--- config.mk ---
export PLATFORM = sky130hd
export DESIGN_NAME = lpif_prot_neg
export DESIGN_NICKNAME = d
export VERILOG_FILES = /design/src/common/lpif_neg_pkg.sv /design/src/hw/neg_fsm.sv /design/src/hw/prot_resolve.sv /design/src/hw/dstrm_insert.sv /design/src/hw/lpif_prot_neg.sv
export SDC_FILE = /design/constraint.sdc
export NUM_CORES = 1
export LEC_CHECK = 0
export BUFFER_PORTS_ARGS = -buffer_cell sky130_fd_sc_hd__buf_2
export CORE_AREA = 2 2 406 408
export DETAILED_ROUTE_END_ITERATION = 10
export DIE_AREA = 0 0 408 410
export PLACE_DENSITY = 0.3
export SLEW_MARGIN = 20
export SYNTH_ARGS = -nofsm -noshare
export SYNTH_HDL_FRONTEND = slang
export SYNTH_SLANG_ARGS = --single-unit
--- constraint.sdc ---
create_clock -name lclk -period 3.2 [get_ports lclk]
set_input_delay 0.48 -clock lclk [delete_from_list [all_inputs] [get_ports lclk]]
set_output_delay 0.48 -clock lclk [all_outputs]
set_load 0.05 [all_outputs]
--- src/common/lpif_neg_pkg.sv ---
/* Shared widths, control-field layout and encodings for the protocol negotiation block.
   One build only: a 256-bit data path carrying four 64-bit replicated slots. */

package lpif_neg_pkg;

  //////////////////////////////////////////////////////////////////////
  // Data path geometry

  // Full width of the upstream and downstream buses
  localparam int DATA_WIDTH = 256;

  // One replicated slot when the bus carries the default four slots
  localparam int SLOT_WIDTH = 64;

  //////////////////////////////////////////////////////////////////////
  // Control field layout at the bottom of every slot

  localparam int REQ_LOC    = 0;
  localparam int ACK_LOC    = 1;
  localparam int PROT_LOC   = 2;
  localparam int PROT_WIDTH = 3;
  localparam int CTL_WIDTH  = 5;

  // Protocol codes exchanged during negotiation
  // Codes 1 and 2 are not defined and make the result invalid
  typedef enum logic [PROT_WIDTH-1:0] {
    PROT_NONE     = 3'd0,
    CXL11_SINGLE  = 3'd3,
    CXL11_MULTI   = 3'd4,
    CXL20_MULTI12 = 3'd5,
    CXL20_MULTI3  = 3'd6,
    CXL20_SINGLE  = 3'd7
  } prot_e;

  // Negotiation states
  typedef enum logic [2:0] {
    ST_IDLE   = 3'd0,
    ST_W4ACK  = 3'd1,
    ST_NEG    = 3'd2,
    ST_W4NACK = 3'd3,
    ST_QUIET1 = 3'd4,
    ST_QUIET2 = 3'd5,
    ST_DONE   = 3'd6
  } neg_state_e;

  // Control field as it sits in a slot, req in the lowest bit
  typedef struct packed {
    prot_e prot;
    logic  ack;
    logic  req;
  } neg_ctl_t;

endpackage

--- src/hw/neg_fsm.sv ---
/* Request/acknowledge negotiation with the remote die, one exchange in flight at a time.
   The remote side may stall the machine in ST_W4ACK or ST_W4NACK without limit. */

`timescale 1ns/1ps

module neg_fsm #(
  parameter lpif_neg_pkg::prot_e LOCAL_PROT = lpif_neg_pkg::CXL11_MULTI
) (
  input  logic                    lclk,
  input  logic                    reset,
  input  logic                    ctl_link_up,
  input  logic                    renegotiate_n,
  input  lpif_neg_pkg::neg_ctl_t  rmote_ctl,
  output lpif_neg_pkg::neg_ctl_t  local_ctl,
  output lpif_neg_pkg::neg_state_e neg_state,
  output logic                    negotiation_link_up
);

  import lpif_neg_pkg::*;

  neg_state_e state_q;
  neg_state_e state_d;
  logic       ack_window;

  //////////////////////////////////////////////////////////////////////
  // State register and next state

  always_ff @(posedge lclk or negedge reset) begin
    if (!reset) begin
      state_q <= ST_IDLE;
    end else begin
      state_q <= state_d;
    end
  end

  always_comb begin
    state_d = state_q;
    unique case (state_q)
      ST_IDLE: begin
        if (ctl_link_up && renegotiate_n) state_d = ST_W4ACK;
      end
      // Wait until the remote side both requests and acknowledges ours
      ST_W4ACK: begin
        if (rmote_ctl.req && rmote_ctl.ack) state_d = ST_NEG;
      end
      ST_NEG: state_d = ST_W4NACK;
      // Wait until the remote side has dropped both req and ack
      ST_W4NACK: begin
        if (!rmote_ctl.req && !rmote_ctl.ack) state_d = ST_QUIET1;
      end
      // Two quiet cycles so the remote side is sure to see our ack low
      ST_QUIET1: state_d = ST_QUIET2;
      ST_QUIET2: state_d = ST_DONE;
      ST_DONE: begin
        if (!renegotiate_n) state_d = ST_IDLE;
      end
      default: state_d = ST_IDLE;
    endcase
  end

  //////////////////////////////////////////////////////////////////////
  // Local control field

  // Our ack follows the remote req for the whole exchange
  assign ack_window = state_q inside {ST_W4ACK, ST_NEG, ST_W4NACK, ST_QUIET1, ST_QUIET2};

  always_comb begin
    local_ctl      = '0;
    local_ctl.prot = LOCAL_PROT;
    local_ctl.req  = (state_q == ST_W4ACK) || (state_q == ST_NEG);
    local_ctl.ack  = ack_window & rmote_ctl.req;
  end

  assign neg_state           = state_q;
  assign negotiation_link_up = (state_q == ST_DONE);

endmodule

--- src/hw/prot_resolve.sv ---
/* Resolves local and remote protocol codes into the agreed protocol, captured in ST_NEG.
   Codes outside 3..7 on either side give pl_protocol_vld low with a fallback code of 3. */

`timescale 1ns/1ps

module prot_resolve #(
  parameter lpif_neg_pkg::prot_e LOCAL_PROT = lpif_neg_pkg::CXL11_MULTI,
  parameter bit                  IS_HOST    = 1'b0
) (
  input  logic                     lclk,
  input  logic                     reset,
  input  lpif_neg_pkg::neg_state_e neg_state,
  input  lpif_neg_pkg::prot_e      rmote_prot,
  input  logic                     renegotiate_n,
  input  logic                     ctl_link_up,
  output lpif_neg_pkg::prot_e      pl_protocol,
  output logic                     pl_protocol_vld,
  output logic                     pl_inband_pres,
  output logic                     pl_portmode,
  output logic                     pl_portmode_val
);

  import lpif_neg_pkg::*;

  prot_e host_prot;
  prot_e device_prot;
  prot_e res_prot;
  logic  res_vld;
  logic  portmode_q;

  function automatic logic code_known(input prot_e code);
    return code >= CXL11_SINGLE;
  endfunction

  assign host_prot   = IS_HOST ? LOCAL_PROT : rmote_prot;
  assign device_prot = IS_HOST ? rmote_prot : LOCAL_PROT;

  //////////////////////////////////////////////////////////////////////
  // Resolution table
  //
  // CXL 1.1 single on either side wins outright
  // CXL 2.0 single against CXL 1.1 multi falls back to CXL 1.1 single
  // Otherwise CXL 1.1 multi wins, then a CXL 2.0 single host,
  // and in every remaining case the device choice stands

  always_comb begin
    res_vld  = 1'b1;
    res_prot = CXL11_SINGLE;
    if (!code_known(host_prot) || !code_known(device_prot)) begin
      res_vld = 1'b0;
    end else if (host_prot == CXL11_SINGLE || device_prot == CXL11_SINGLE) begin
      res_prot = CXL11_SINGLE;
    end else if ((host_prot == CXL20_SINGLE && device_prot == CXL11_MULTI) ||
                 (host_prot == CXL11_MULTI && device_prot == CXL20_SINGLE)) begin
      res_prot = CXL11_SINGLE;
    end else if (host_prot == CXL11_MULTI || device_prot == CXL11_MULTI) begin
      res_prot = CXL11_MULTI;
    end else if (host_prot == CXL20_SINGLE) begin
      res_prot = CXL20_SINGLE;
    end else begin
      res_prot = device_prot;
    end
  end

  // Result is loaded at the end of ST_NEG and dropped once back in ST_IDLE
  always_ff @(posedge lclk or negedge reset) begin
    if (!reset) begin
      pl_protocol     <= PROT_NONE;
      pl_protocol_vld <= 1'b0;
    end else if (neg_state == ST_IDLE) begin
      pl_protocol     <= PROT_NONE;
      pl_protocol_vld <= 1'b0;
    end else if (neg_state == ST_NEG) begin
      pl_protocol     <= res_prot;
      pl_protocol_vld <= res_vld;
    end
  end

  //////////////////////////////////////////////////////////////////////
  // Port-mode flags

  // All three flags share one register, renegotiation takes priority
  always_ff @(posedge lclk or negedge reset) begin
    if (!reset) begin
      portmode_q <= 1'b0;
    end else if (!renegotiate_n) begin
      portmode_q <= 1'b0;
    end else if (ctl_link_up) begin
      portmode_q <= 1'b1;
    end
  end

  assign pl_inband_pres  = portmode_q;
  assign pl_portmode     = portmode_q;
  assign pl_portmode_val = portmode_q;

endmodule

--- src/hw/dstrm_insert.sv ---
/* Places the local control field at the bottom of every downstream slot until link up.
   DATA_WIDTH must divide evenly into NUM_SLOTS slots wider than the control field. */

`timescale 1ns/1ps

module dstrm_insert #(
  parameter int NUM_SLOTS = 4
) (
  input  logic [lpif_neg_pkg::DATA_WIDTH-1:0] ctrl_dstrm_data,
  input  lpif_neg_pkg::neg_ctl_t              local_ctl,
  input  logic                                negotiation_link_up,
  output logic [lpif_neg_pkg::DATA_WIDTH-1:0] txrx_dstrm_data
);

  import lpif_neg_pkg::*;

  localparam int SLOT_W = DATA_WIDTH / NUM_SLOTS;

  logic [CTL_WIDTH-1:0] ctl_bits;

  assign ctl_bits = local_ctl;

  // Every slot carries the same field, so the remote die can lock onto
  // whichever slot alignment it happens to pick
  for (genvar g = 0; g < NUM_SLOTS; g++) begin : g_slot
    assign txrx_dstrm_data[g*SLOT_W +: CTL_WIDTH] =
      negotiation_link_up ? ctrl_dstrm_data[g*SLOT_W +: CTL_WIDTH] : ctl_bits;

    // Payload above the control field is never touched
    assign txrx_dstrm_data[g*SLOT_W + CTL_WIDTH +: SLOT_W - CTL_WIDTH] =
      ctrl_dstrm_data[g*SLOT_W + CTL_WIDTH +: SLOT_W - CTL_WIDTH];
  end

endmodule

--- src/hw/lpif_prot_neg.sv ---
/* Link-layer protocol negotiation for a die-to-die adapter, 256-bit data path.
   Remote control is always read from slot 0, upstream data passes through untouched. */

`timescale 1ns/1ps

module lpif_prot_neg #(
  parameter lpif_neg_pkg::prot_e LOCAL_PROT = lpif_neg_pkg::CXL11_MULTI,
  parameter bit                  IS_HOST    = 1'b0
) (
  input  logic                                lclk,
  input  logic                                reset,
  input  logic                                ctl_link_up,
  input  logic                                renegotiate_n,
  input  logic [lpif_neg_pkg::DATA_WIDTH-1:0] txrx_ustrm_data,
  input  logic [lpif_neg_pkg::DATA_WIDTH-1:0] ctrl_dstrm_data,
  output logic                                negotiation_link_up,
  output logic [lpif_neg_pkg::DATA_WIDTH-1:0] ctrl_ustrm_data,
  output logic [lpif_neg_pkg::DATA_WIDTH-1:0] txrx_dstrm_data,
  output lpif_neg_pkg::prot_e                 pl_protocol,
  output logic                                pl_protocol_vld,
  output logic                                pl_inband_pres,
  output logic                                pl_portmode,
  output logic                                pl_portmode_val
);

  import lpif_neg_pkg::*;

  neg_ctl_t   rmote_ctl;
  neg_ctl_t   local_ctl;
  neg_state_e neg_state;

  //////////////////////////////////////////////////////////////////////
  // Remote control field from the low slot

  assign rmote_ctl.req  = txrx_ustrm_data[REQ_LOC];
  assign rmote_ctl.ack  = txrx_ustrm_data[ACK_LOC];
  assign rmote_ctl.prot = prot_e'(txrx_ustrm_data[PROT_LOC +: PROT_WIDTH]);

  // The control layer qualifies upstream data with negotiation_link_up
  assign ctrl_ustrm_data = txrx_ustrm_data;

  //////////////////////////////////////////////////////////////////////
  // Negotiation, resolution and downstream insertion

  neg_fsm #(.LOCAL_PROT(LOCAL_PROT)) u_neg_fsm (
    .lclk                (lclk),
    .reset               (reset),
    .ctl_link_up         (ctl_link_up),
    .renegotiate_n       (renegotiate_n),
    .rmote_ctl           (rmote_ctl),
    .local_ctl           (local_ctl),
    .neg_state           (neg_state),
    .negotiation_link_up (negotiation_link_up)
  );

  prot_resolve #(.LOCAL_PROT(LOCAL_PROT), .IS_HOST(IS_HOST)) u_prot_resolve (
    .lclk            (lclk),
    .reset           (reset),
    .neg_state       (neg_state),
    .rmote_prot      (rmote_ctl.prot),
    .renegotiate_n   (renegotiate_n),
    .ctl_link_up     (ctl_link_up),
    .pl_protocol     (pl_protocol),
    .pl_protocol_vld (pl_protocol_vld),
    .pl_inband_pres  (pl_inband_pres),
    .pl_portmode     (pl_portmode),
    .pl_portmode_val (pl_portmode_val)
  );

  dstrm_insert #(.NUM_SLOTS(DATA_WIDTH / SLOT_WIDTH)) u_dstrm_insert (
    .ctrl_dstrm_data     (ctrl_dstrm_data),
    .local_ctl           (local_ctl),
    .negotiation_link_up (negotiation_link_up),
    .txrx_dstrm_data     (txrx_dstrm_data)
  );

endmodule

======== Yosys cells after proc, flatten, opt, wreduce, memory -nomap -nowiden ========
Cells that the tools add are included.
word-level totals
  register bits ........................... 8
  output and inout bits ................... 520
  bits of input ports ..................... 516
  word-level logic and storage cells ...... 48
operators by class
  multiplexer cells ....................... 19
  equality and inequality tests ........... 13
  reductions and logical operators ........ 10
  magnitude comparators ................... 1
  bitwise gates (word level) .............. 1
operator list
  kind                count
  $mux 3              9
  $pmux 3 s7          1
  $mux 5              4
  $eq 3x3->1 const B  4
  $eq 3x2->1 const B  3
  $ne 2x1->1 const B  3
  $mux 1              5
  $reduce_bool 5->1   1
  $ne 2x2->1 const B  2
  $reduce_and 4->1    1
  $eq 3x1->1 const B  1
  $ge 3x2->1 const B  1
  $logic_and 1x1->1   3
  $logic_not 3->1     1
  $logic_not 1->1     2
  $reduce_bool 2->1   1
  $and 1x1->1         1
  $logic_or 1x1->1    1

======== Logic depth before layout (Yosys ltp) ========
Gate-level depths: netlist (run 1).
  depth after elaboration ................. 6
  depth in mapped cells ................... 4
  gate-level depth less buffers ........... 3

======== Cells and area by module ========
From an unflattened synthesis (run 1), not the netlist that was laid out.
unflattened totals
  cells, all modules ...................... 564
  area total of the unflattened synthesis .. 4469.3 µm²
by module, submodules not included
  module         instances  cells an instance  area each (µm²)  sequential area each (µm²)
  dstrm_insert   1          258                2094.5           0.0
  lpif_prot_neg  1          256                1921.8           0.0
  neg_fsm        1          32                 259.0            75.1
  prot_resolve   1          18                 193.9            100.1

======== Worst setup path after synthesis (run 1) ========
No wires, ideal clock.
  path kind ............................... reg2out
  start point ............................. register u_neg_fsm.state_q[2] (netlist: u_neg_fsm.neg_state[2])
  end point ............................... output txrx_dstrm_data[129] (netlist bit)
  buffers on the path ..................... 1
  stages on the path, launching flop included .. 5
  data arrival time ....................... 1.887 ns
  data required time ...................... 2.720 ns
  setup slack ............................. 0.833 ns
  path through ............................ dfrtp_1 > buf_4 > nor2b_1 > a21oi_1 > o21ai_0
between the ends
  cells in the longest elaborated chain, start to end .. 4
  elaborated cells between the ends (all ways) .. 9
  those cells by class .................... eq/ne (6); mux (1); bitwise (1); reduce/logical (1)
ends and longest elaborated chain
  item                                line                 source
  from (decl)                         neg_fsm.sv:21        neg_state_e state_q;
  from (signal assigned)              neg_fsm.sv:32        state_q <= state_d;
  $eq 3x1->1 (tied with other cells)  neg_fsm.sv:65        assign ack_window = state_q inside {ST_W4ACK, ST_NEG, ST_W4NACK, ST_QUIET1, ST_QUIET2};
  $reduce_bool 5->1                   neg_fsm.sv:65
  $and 1x1->1                         neg_fsm.sv:71        local_ctl.ack = ack_window & rmote_ctl.req;
  $mux 5 (*)                          dstrm_insert.sv:27   negotiation_link_up ? ctrl_dstrm_data[g*SLOT_W +: CTL_WIDTH] : ctl_bits;
  to (decl)                           lpif_prot_neg.sv:18  output logic [lpif_neg_pkg::DATA_WIDTH-1:0] txrx_dstrm_data,
Every way passes the cells marked *; elsewhere a longest branch is shown, timed or not.

======== Worst setup path in the final report (run 1) ========
  start point ............................. register u_neg_fsm.state_q[1] (netlist: u_neg_fsm.neg_state[1])
  end point ............................... output txrx_dstrm_data[131] (netlist bit)
between the ends
  cells in the longest elaborated chain, start to end .. 2
ends and longest elaborated chain
  item        line                source
  $eq 3x3->1  neg_fsm.sv:75       assign negotiation_link_up = (state_q == ST_DONE);
  $mux 5      dstrm_insert.sv:27
Every way passes these cells.

==> run metrics, run 1 <==
outcome=completed; CTS tree=built; drc violations=0; Critical Path AT=2.05 ns; Reg2Reg Setup Slack=1.95 ns; synth unique cells=26; via/cell ratio=0.775; final hold vios=0; H-tree depth=1; most frequent cells in the layout=buf_2 (61), o21ai_0 (12), a21oi_1 (9); Cells after Synth=568; Post-Syn Nets=1084; Clock Path Buffers=2; GRT Residual Overflow=0; top-area cell type share of the netlist area=0.872; CP delay by family, top=simple AND/OR/NAND/NOR gates; Placed Area=3590 um^2; layout cells sized above 1=0.507; Slowest cell on crit path=dfrtp_1; #FFs+latches synth=7; Hold Slack=0.0836 ns; Crit Path Class=register to primary output; Crit path depth=4; fillcell total=19600; number of synthesized flops with an enable pin=0; ys async rst share=1.00; DR iter-0 viols=136; TNS Setup=0 ns; CTS Root Cell=clkbuf_16; clock sink total=7; Pwr Density=381 nW/um^2; Main synth FF type=dfrtp_1; # rows=149; fmax=395 MHz; sequential-to-total area share from yosys stat=0.0410; clk_skew=0.0311 ns; Clock transition at path regs=0.08 ns; minimum clock period after layout=2.53 ns; crit path from=u_neg_fsm.neg_state[1]; io pins=1036; Port-buffer cells=61; routability cong.=0.802; dpl hpwl=88300 um; Core Util, Final=0.0225; final net count=653; largest net degree at the start of global routing=15; Die Height=410 um; worst relative slew slack=0.609; core area=163000 um^2; final setup fails=0; Critical Path End Type=primary output; routed length per instance=38.7 um; Routed Antenna Nets=0; area grow syn2layout=-13.8%; cells along the critical path=nand2b_1, nor2_4, and2_1, buf_2; PostCTS Resize Cnt=0; Synth area leaders=buf_4 (87%), dfrtp_1 (4.1%), o21ai_0 (1.4%); commonest non-fill, non-tap cell in the layout=buf_2; worst setup path endpoint=txrx_dstrm_data[131]; Reg2Reg Depth=3; Worst setup SP type=register; RR Endpoint=u_neg_fsm.neg_state[2]; reg-to-reg startpoint=u_neg_fsm.neg_state[2]; fin area=3680 um^2; vias in the first global route=1634; final period utilization=0.792; gr usage total=0.103; Worst-Margin Slew=0.586 ns; fin. max-slew vios=0; worst skew pair latency=0.27 ns; synthesized area per cell=7.53 um^2; First-pass DRT Iterations=4; vias=1807; Num CTS Buffers=3; Mapped Area=4280 um^2; Horiz. Die Dim=408 um; WP buf/inv=1; hold bufs inserted after CTS=0; post-CTS setup buffer count=0; Synth area leader=buf_4; Peak supply drop=0.235 mV; Max Cap Viol=0; antenna violations before repair=20; Hold Crit Class=input pin to async pin; Crit path required time=2.72 ns; CP max FO=9; Die ar.=167000 um^2; first-pass GRT wire length=94000 um; final wirelength=90300 um; starting density of the core=0.0262; area occupied by multi-input gates=347 um^2; RSZ-0062 raised after global routing=false; Ys Warns=0; slowest stage delay, CP=0.48 ns; Leak=0.527 nW; area occupied by registers=175 um^2
power by group:
| group | switching [mW] | internal [mW] | leakage, nW |
|---|---|---|---|
| Combinational | 0.744 | 0.192 | 0.399 |
| Sequential | 0.0716 | 0.122 | 0.0899 |
| Clock | 0.105 | 0.170 | 0.0382 |
| Total | 0.921 | 0.485 | 0.527 |
state kept, by name, indices dropped and copies added, names as in the netlist:
register                        cells
u_prot_resolve.pl_protocol          2
u_prot_resolve.pl_protocol_vld      1
u_neg_fsm.neg_state                 3
u_prot_resolve.pl_inband_pres       1
kinds of logic (layout without fill, tap and decap cells):
| logic type | Yosys count | count (layout) | synth area share |
|---|---|---|---|
| buf+inv | 501 | 69 | 0.878 |
| compound gates | 30 | 30 | 0.0415 |
| simple gates | 30 | 30 | 0.0395 |
| other cells | 0 | 7 | 0 |
| flops | 7 | 7 | 0.0410 |
worst min-delay path by stage:
stage,from,to,slack (ns)
6_report,reset,u_prot_resolve.pl_inband_pres,0.08
5_1_grt,reset,u_prot_resolve.pl_inband_pres,0.11
4_1_cts,reset,u_prot_resolve.pl_inband_pres,0.11
3_5_place_dp,reset,u_prot_resolve.pl_inband_pres,0.42
3_3_place_gp,reset,u_prot_resolve.pl_inband_pres,0.42
2_1_floorplan,reset,u_neg_fsm.neg_state[0],0.18
metal layers:
| metal | up-vias | track usage | share of wire |
|---|---|---|---|
| met3 | 90 | 0.209 | 0.42 |
| li1 | 395 | - | - |
| met1 | 600 | 0.0241 | 0.086 |
| met2 | 718 | 0.171 | 0.47 |
| met5 | - | 0.00287 | 0.00096 |
| met4 | 4 | 0.0186 | 0.020 |
stage by stage:
stage | setup WS (ns) | power [mW] | instances
after floorplan | 0.833 | 2.45 | 568
after global placement | 0.876 | 1.17 | 2321
after detailed placement | 0.877 | 1.16 | 2321
after CTS | 0.605 | 1.46 | 2325
after global routing | 0.553 | 1.49 | 2327
final | 0.667 | 1.41 | 2332
synth_stat cells (all sizes together) (2+ instances only):
cell	count
a21oi	9
and2	8
buf	499
dfrtp	7
inv	2
nand2	3
nand2b	3
nor2	7
nor2b	2
o21a	2
o21ai	12
or3	4
layout make-up:
class	count	area share
clock buffers	4	0.0214
flip-flops and latches	7	0.0475
multi-input cells	60	0.0941
repair buffers	63	0.0869
inverters	2	0.00204
well taps	2189	0.743
diodes	7	0.00475
Power figures use the tool's default switching activity.
==> run 2, diff against run 1 <==
CORE_AREA = 2 2 399 401   (was 2 2 406 408)
DIE_AREA = 0 0 401 403   (was 0 0 408 410)
clock period = 2.4 ns   (was 3.2 ns; I/O delays follow)
==> run 2 against run 1 <==
  * The flow now finishes with violations (setup timing)
  * Power grew 43%
  * Global-route usage grew 0.96 points
  * Design area shrank 0.92%
  * Sequential power grew 30%
  * Wire length grew 5.4%
  * Via count grew 4.7%
  * Sequential share of layout area is essentially flat
  * First-iteration DRC count grew 1.5%
  * Non-clock buffer count grew 1
  * Critical path type unchanged
==> run metrics, run 2 (synthesis results as in run 1) <==
Placed Area=3570 um^2 (-0.52%); PostCTS Resize Cnt=2 (+2); outcome=finished, violations left; drc violations=0 (unchanged); grt met1 use=0.0259 (+0.00178); Crit Path Class=register to primary output; Total Power=2.02 mW (+43%); fmax=397 MHz; RSZ-0062 raised after global routing=true; Reg2Reg Depth=2 (-1); # rows=146 (-2.0%); Clock transition at path regs=0.08 ns (about the same); fin. max-slew vios=0 (unchanged); Max Cap Viol=0 (unchanged); starting density of the core=0.0272 (+0.00100); met2 Track Usage GR=0.187 (+0.0154); worst skew pair latency=0.27 ns (about the same); clk_skew=0.0242 ns (-0.00695 ns); Crit path required time=2.04 ns (-0.68 ns); Critical Path End Type=primary output; Worst setup SP type=register; Hold Crit Class=input pin to async pin; final setup fails=2 (+2); antenna violations before repair=17 (-15%); vias=1892 (+4.7%); worst relative slew slack=0.502 (-0.107); clock sink total=7 (unchanged); CTS Root Cell=clkbuf_16; failing checks=setup timing; area grow syn2layout=-14.6%; core area=157000 um^2 (-3.7%); commonest non-fill, non-tap cell in the layout=buf_2; gr usage total=0.113 (+0.00960); Peak supply drop=0.231 mV (-1.8%); first-pass GRT wire length=99300 um (+5.7%); RR Endpoint=u_prot_resolve.pl_protocol[1]; Die ar.=162000 um^2 (-3.4%); vias in the first global route=1657 (+1.4%); CP max FO=9 (unchanged); most frequent cells in the layout=buf_2 (53), o21ai_0 (10), a21oi_1 (9); minimum clock period after layout=2.52 ns; Die Height=403 um (-1.7%); io pins=1036 (unchanged); reg-to-reg startpoint=u_prot_resolve.pl_protocol[1]; dpl hpwl=93100 um (+5.4%); Horiz. Die Dim=401 um (-1.7%); routability cong.=0.882 (+10%); max reg flops=3 (unchanged); largest net degree at the start of global routing=15 (unchanged); H-tree depth=1 (unchanged); hold bufs inserted after CTS=0 (unchanged); final hold vios=0 (unchanged); Pwr Density=552 nW/um^2 (+45%); GRT Residual Overflow=0 (unchanged); Worst-Margin Slew=0.746 ns (+0.160 ns); worst setup margin=-0.118 ns (-0.785 ns); Port-buffer cells=61 (unchanged); post-CTS setup buffer count=0 (unchanged); final net count=654 (+0.15%); layout cells sized above 1=0.511 (+0.00360); post-placement worst setup slack=-0.125 ns (-1.00 ns); Leak=0.554 nW (+5.0%); final period utilization=1.05; fin area=3650 um^2 (-0.92%); DR iter-0 viols=138 (+1.5%); Reg2Reg Setup Slack=1.22 ns (-0.73 ns); M3 GR Usage=0.231 (+0.0222); final wirelength=95200 um (+5.4%); routed length per instance=43.1 um (+11%); Routed Antenna Nets=0 (unchanged); via/cell ratio=0.856 (+10%); First-pass DRT Iterations=4 (unchanged); Most Crowded Layer GR=met3; Num CTS Buffers=3 (unchanged); Critical Path AT=2.16 ns (+0.11 ns); Clock Path Buffers=2 (unchanged); CTS tree=built
-- run 2: changes by cell type in the layout (fill, tap and decap cells not counted) --
cell / before / now
buf_12: 0 / 8
o21ai_0: 12 / 10
o21ai_1: 0 / 2
buf_2: 61 / 53
buf_4: 2 / 3
diode_2: 7 / 1
-- run 2: worst max-delay path, cell delays in order (launching register included) --
cell	delay [ns]
dfrtp_1	0.49
nand2b_1	0.36
o21ai_1	0.63
buf_2	0.41
-- run 2: worst max-delay path by stage --
stage | start | to | slack [ns] | depth (start not counted)
final | u_neg_fsm.neg_state[1] | txrx_dstrm_data[0] | -0.12 | 3
after global routing | u_neg_fsm.neg_state[1] | txrx_dstrm_data[128] | -0.13 | 3
after CTS | u_neg_fsm.neg_state[0] | txrx_dstrm_data[128] | -0.12 | 3
after detailed placement | u_neg_fsm.neg_state[1] | txrx_dstrm_data[128] | -0.13 | 3
after global placement | u_neg_fsm.neg_state[1] | txrx_dstrm_data[128] | -0.09 | 3
after floorplan | u_neg_fsm.neg_state[2] | txrx_dstrm_data[129] | 0.15 | 4
-- run 2: area by class of cell --
cell class | instances | area, um^2
Multi-Input combinational cell | 60 | 347
Timing Repair Buffer | 64 | 448
Fill cell | 18900 | 154000
Inverter | 2 | 7.51
Clock buffer | 4 | 78.8
Sequential cell | 7 | 175
Tap cell | 2072 | 2590
Antenna cell | 1 | 2.50
-- run 2: report_power, final --
part / internal [mW] / total (mW) / switching, mW
Sequential: 0.163 / 0.253 / 0.0900
Clock: 0.228 / 0.385 / 0.157
Combinational: 0.298 / 1.38 / 1.08
Total: 0.689 / 2.02 / 1.33
-- run 2: through the flow --
step / TNS, ns / hold WS, ns / std cells / utilization
3_3_place_gp: -0.177 / 0.333 / 2205 / 0.0227
6_report: -0.177 / 0.0145 / 2210 / 0.0232
4_1_cts: -0.229 / 0.00726 / 2209 / 0.0232
2_1_floorplan: 0 / 0.0644 / 568 / -
5_1_grt: -0.247 / 0.00641 / 2210 / 0.0232
3_5_place_dp: -0.218 / 0.330 / 2205 / 0.0227
-- run 2: metal layers --
layer / vias to the layer above / part of all wire
li1: 389 / -
met1: 619 / 0.081
met2: 794 / 0.47
met3: 84 / 0.43
met4: 6 / 0.018
met5: - / 0.00090
==> run 3, diff against run 2 <==
==> constraint.sdc (replaced) <==
create_clock -name lclk -period 2.4 [get_ports lclk]
set_input_delay 0.48 -clock lclk [delete_from_list [all_inputs] [get_ports lclk]]
set_output_delay 0.48 -clock lclk [all_outputs]
set_load 0.05 [all_outputs]
==> run 3 against run 2 <==
  * The run still ends with setup timing left
  * Clock-buffer cell count unchanged
  * First-iteration DRC count unchanged
  * Sequential power decreased by 15%
  * Non-clock buffer count increased by 2
  * Final cell count increased by 0.23%
  * Sequential share of layout area decreased by 0.074 points
  * Critical path depth unchanged
  * Clock power decreased by 6.8%
  * Maximum frequency decreased by 0.35%
  * Critical endpoint is now txrx_dstrm_data[128]
  * Largest cell class unchanged
==> run metrics, run 3 (synthesis results as in run 1) <==
outcome=finished, violations left; failing checks=setup timing; TNS Setup=-0.207 ns (-0.0300 ns); CP max FO=9 (unchanged); final setup fails=2 (unchanged); Port-buffer cells=61 (unchanged); RSZ-0062 raised after global routing=true; first-pass GRT wire length=99400 um (+0.10%); Leak=0.574 nW (+3.7%); clock sink total=7 (unchanged); io pins=1036 (unchanged); dpl hpwl=93000 um (about the same); post-CTS setup buffer count=0 (unchanged); routed length per instance=42.9 um (-0.44%); final period utilization=1.05 (+0.00364); Slowest cell on crit path=o21ai_1; Net Sw Frac=0.632 (-0.0267); Clock Path Buffers=2 (unchanged); fin. max-slew vios=0 (unchanged); Critical Path End Type=primary output; clk_skew=0.00106 ns (-0.0231 ns); most frequent cells in the layout=buf_2 (51), buf_12 (10), a21oi_1 (9), o21ai_0 (9), and2_1 (8); via/cell ratio=0.876 (+2.4%); area grow syn2layout=-13.3%; Die ar.=162000 um^2 (unchanged); Num CTS Buffers=3 (unchanged); area occupied by multi-input gates=352 um^2 (+1.4%); final hold vios=0 (unchanged); antenna violations before repair=20 (+3); routability cong.=0.883 (about the same); fin area=3710 um^2 (+1.6%); DR iter-0 viols=138 (unchanged); drc violations=0 (unchanged); max reg flops=3 (unchanged); # rows=146 (unchanged); Horiz. Die Dim=401 um (unchanged); slowest stage delay, CP=0.58 ns (-0.05 ns); crit path from=u_neg_fsm.neg_state[0]; vias in the first global route=1700 (+2.6%); starting density of the core=0.0272 (unchanged); largest net degree at the start of global routing=11 (-4); Worst-Margin Slew=0.670 ns (-0.0760 ns); Core Util, Final=0.0236 (+0.000366); cells along the critical path=nand2b_1, o21ai_1, buf_2; WP buf/inv=1 (unchanged); Net Sw Power=1.35 mW (+1.9%); hold bufs inserted after CTS=0 (unchanged); Total Power=2.14 mW (+6.2%); final wirelength=95000 um (-0.21%); Peak supply drop=0.252 mV (+9.0%); Critical Path AT=2.05 ns (-0.11 ns); Hold Crit Class=input pin to async pin; Clock transition at path regs=0.06 ns (-0.02 ns); Routed Antenna Nets=0 (unchanged); worst skew pair latency=0.26 ns (about the same); Placed Area=3620 um^2 (+1.4%); Reg2Reg Setup Slack=0.94 ns (-0.28 ns); Crit Path Class=register to primary output; Reg2Reg Depth=4 (+2); CTS tree=built; CTS Root Cell=clkbuf_16; First-pass DRT Iterations=4 (unchanged); post-placement worst setup slack=-0.169 ns (-0.0438 ns); gr usage total=0.113 (about the same); Die Height=403 um (unchanged); layout cells sized above 1=0.525 (+0.0142); fmax=396 MHz (-0.35%); GRT Residual Overflow=0 (unchanged); CP delay by family, top=compound AO/OA/AOI/OAI gates; PostCTS Resize Cnt=3 (+1); Worst setup SP type=register; Crit path required time=1.92 ns (-0.12 ns); final net count=656 (+0.31%); vias=1941 (+2.6%); Placed Cells=2207 (+0.091%); reg-to-reg startpoint=u_neg_fsm.neg_state[2]; area occupied by registers=175 um^2 (unchanged); Non-Filler Instances=2215 (+0.23%); worst setup margin=-0.126 ns (-0.00872 ns); P_int=0.788 mW (+14%); core area=157000 um^2 (unchanged); worst relative slew slack=0.553 (+0.0507); Seq pwr share=0.100 (-0.026); minimum clock period after layout=2.53 ns (+0.00872 ns); Comb power frac=0.732 (+0.048); Clock power frac=0.168 (-0.023); RR Endpoint=u_neg_fsm.neg_state[0]; Pwr Density=577 nW/um^2 (+4.5%); H-tree depth=1 (unchanged); Max Cap Viol=0 (unchanged); fillcell total=18900 (-0.016%); commonest non-fill, non-tap cell in the layout=buf_2; Hold Slack=0.133 ns (+0.118 ns)
[run 3: routing by layer]
| metal | global-route usage | vias to the layer above | routed length [um] |
|---|---|---|---|
| li1 | - | 402 | - |
| met1 | 0.0263 | 642 | 7950 |
| met2 | 0.187 | 808 | 44600 |
| met3 | 0.230 | 83 | 40700 |
| met4 | 0.0181 | 6 | 1620 |
| met5 | 0.00297 | - | 92 |
[run 3: worst max-delay path by stage]
stage,to,cells past startpoint
floorplan,txrx_dstrm_data[129],4
global placement,txrx_dstrm_data[128],3
detailed placement,txrx_dstrm_data[128],3
CTS,txrx_dstrm_data[128],3
global route,txrx_dstrm_data[128],3
finish,txrx_dstrm_data[128],3
[run 3: power groups by stage]
stage               registers [mW]  clock network (mW)  logic [mW]
floorplan                    0.261                   0        3.00
global placement             0.218                   0        1.61
detailed placement           0.220                   0        1.60
CTS                          0.218               0.392        1.61
global route                 0.224               0.393        1.65
finish                       0.214               0.359        1.57
[run 3: cell type report]
| class | instances | share of cell area |
|---|---|---|
| timing repair buffer | 66 | 0.133 |
| antenna | 4 | 0.00270 |
| clock buffer | 4 | 0.0213 |
| multi-input combinational | 60 | 0.0948 |
| inverter | 2 | 0.00202 |
| tap | 2072 | 0.699 |
| sequential | 7 | 0.0472 |
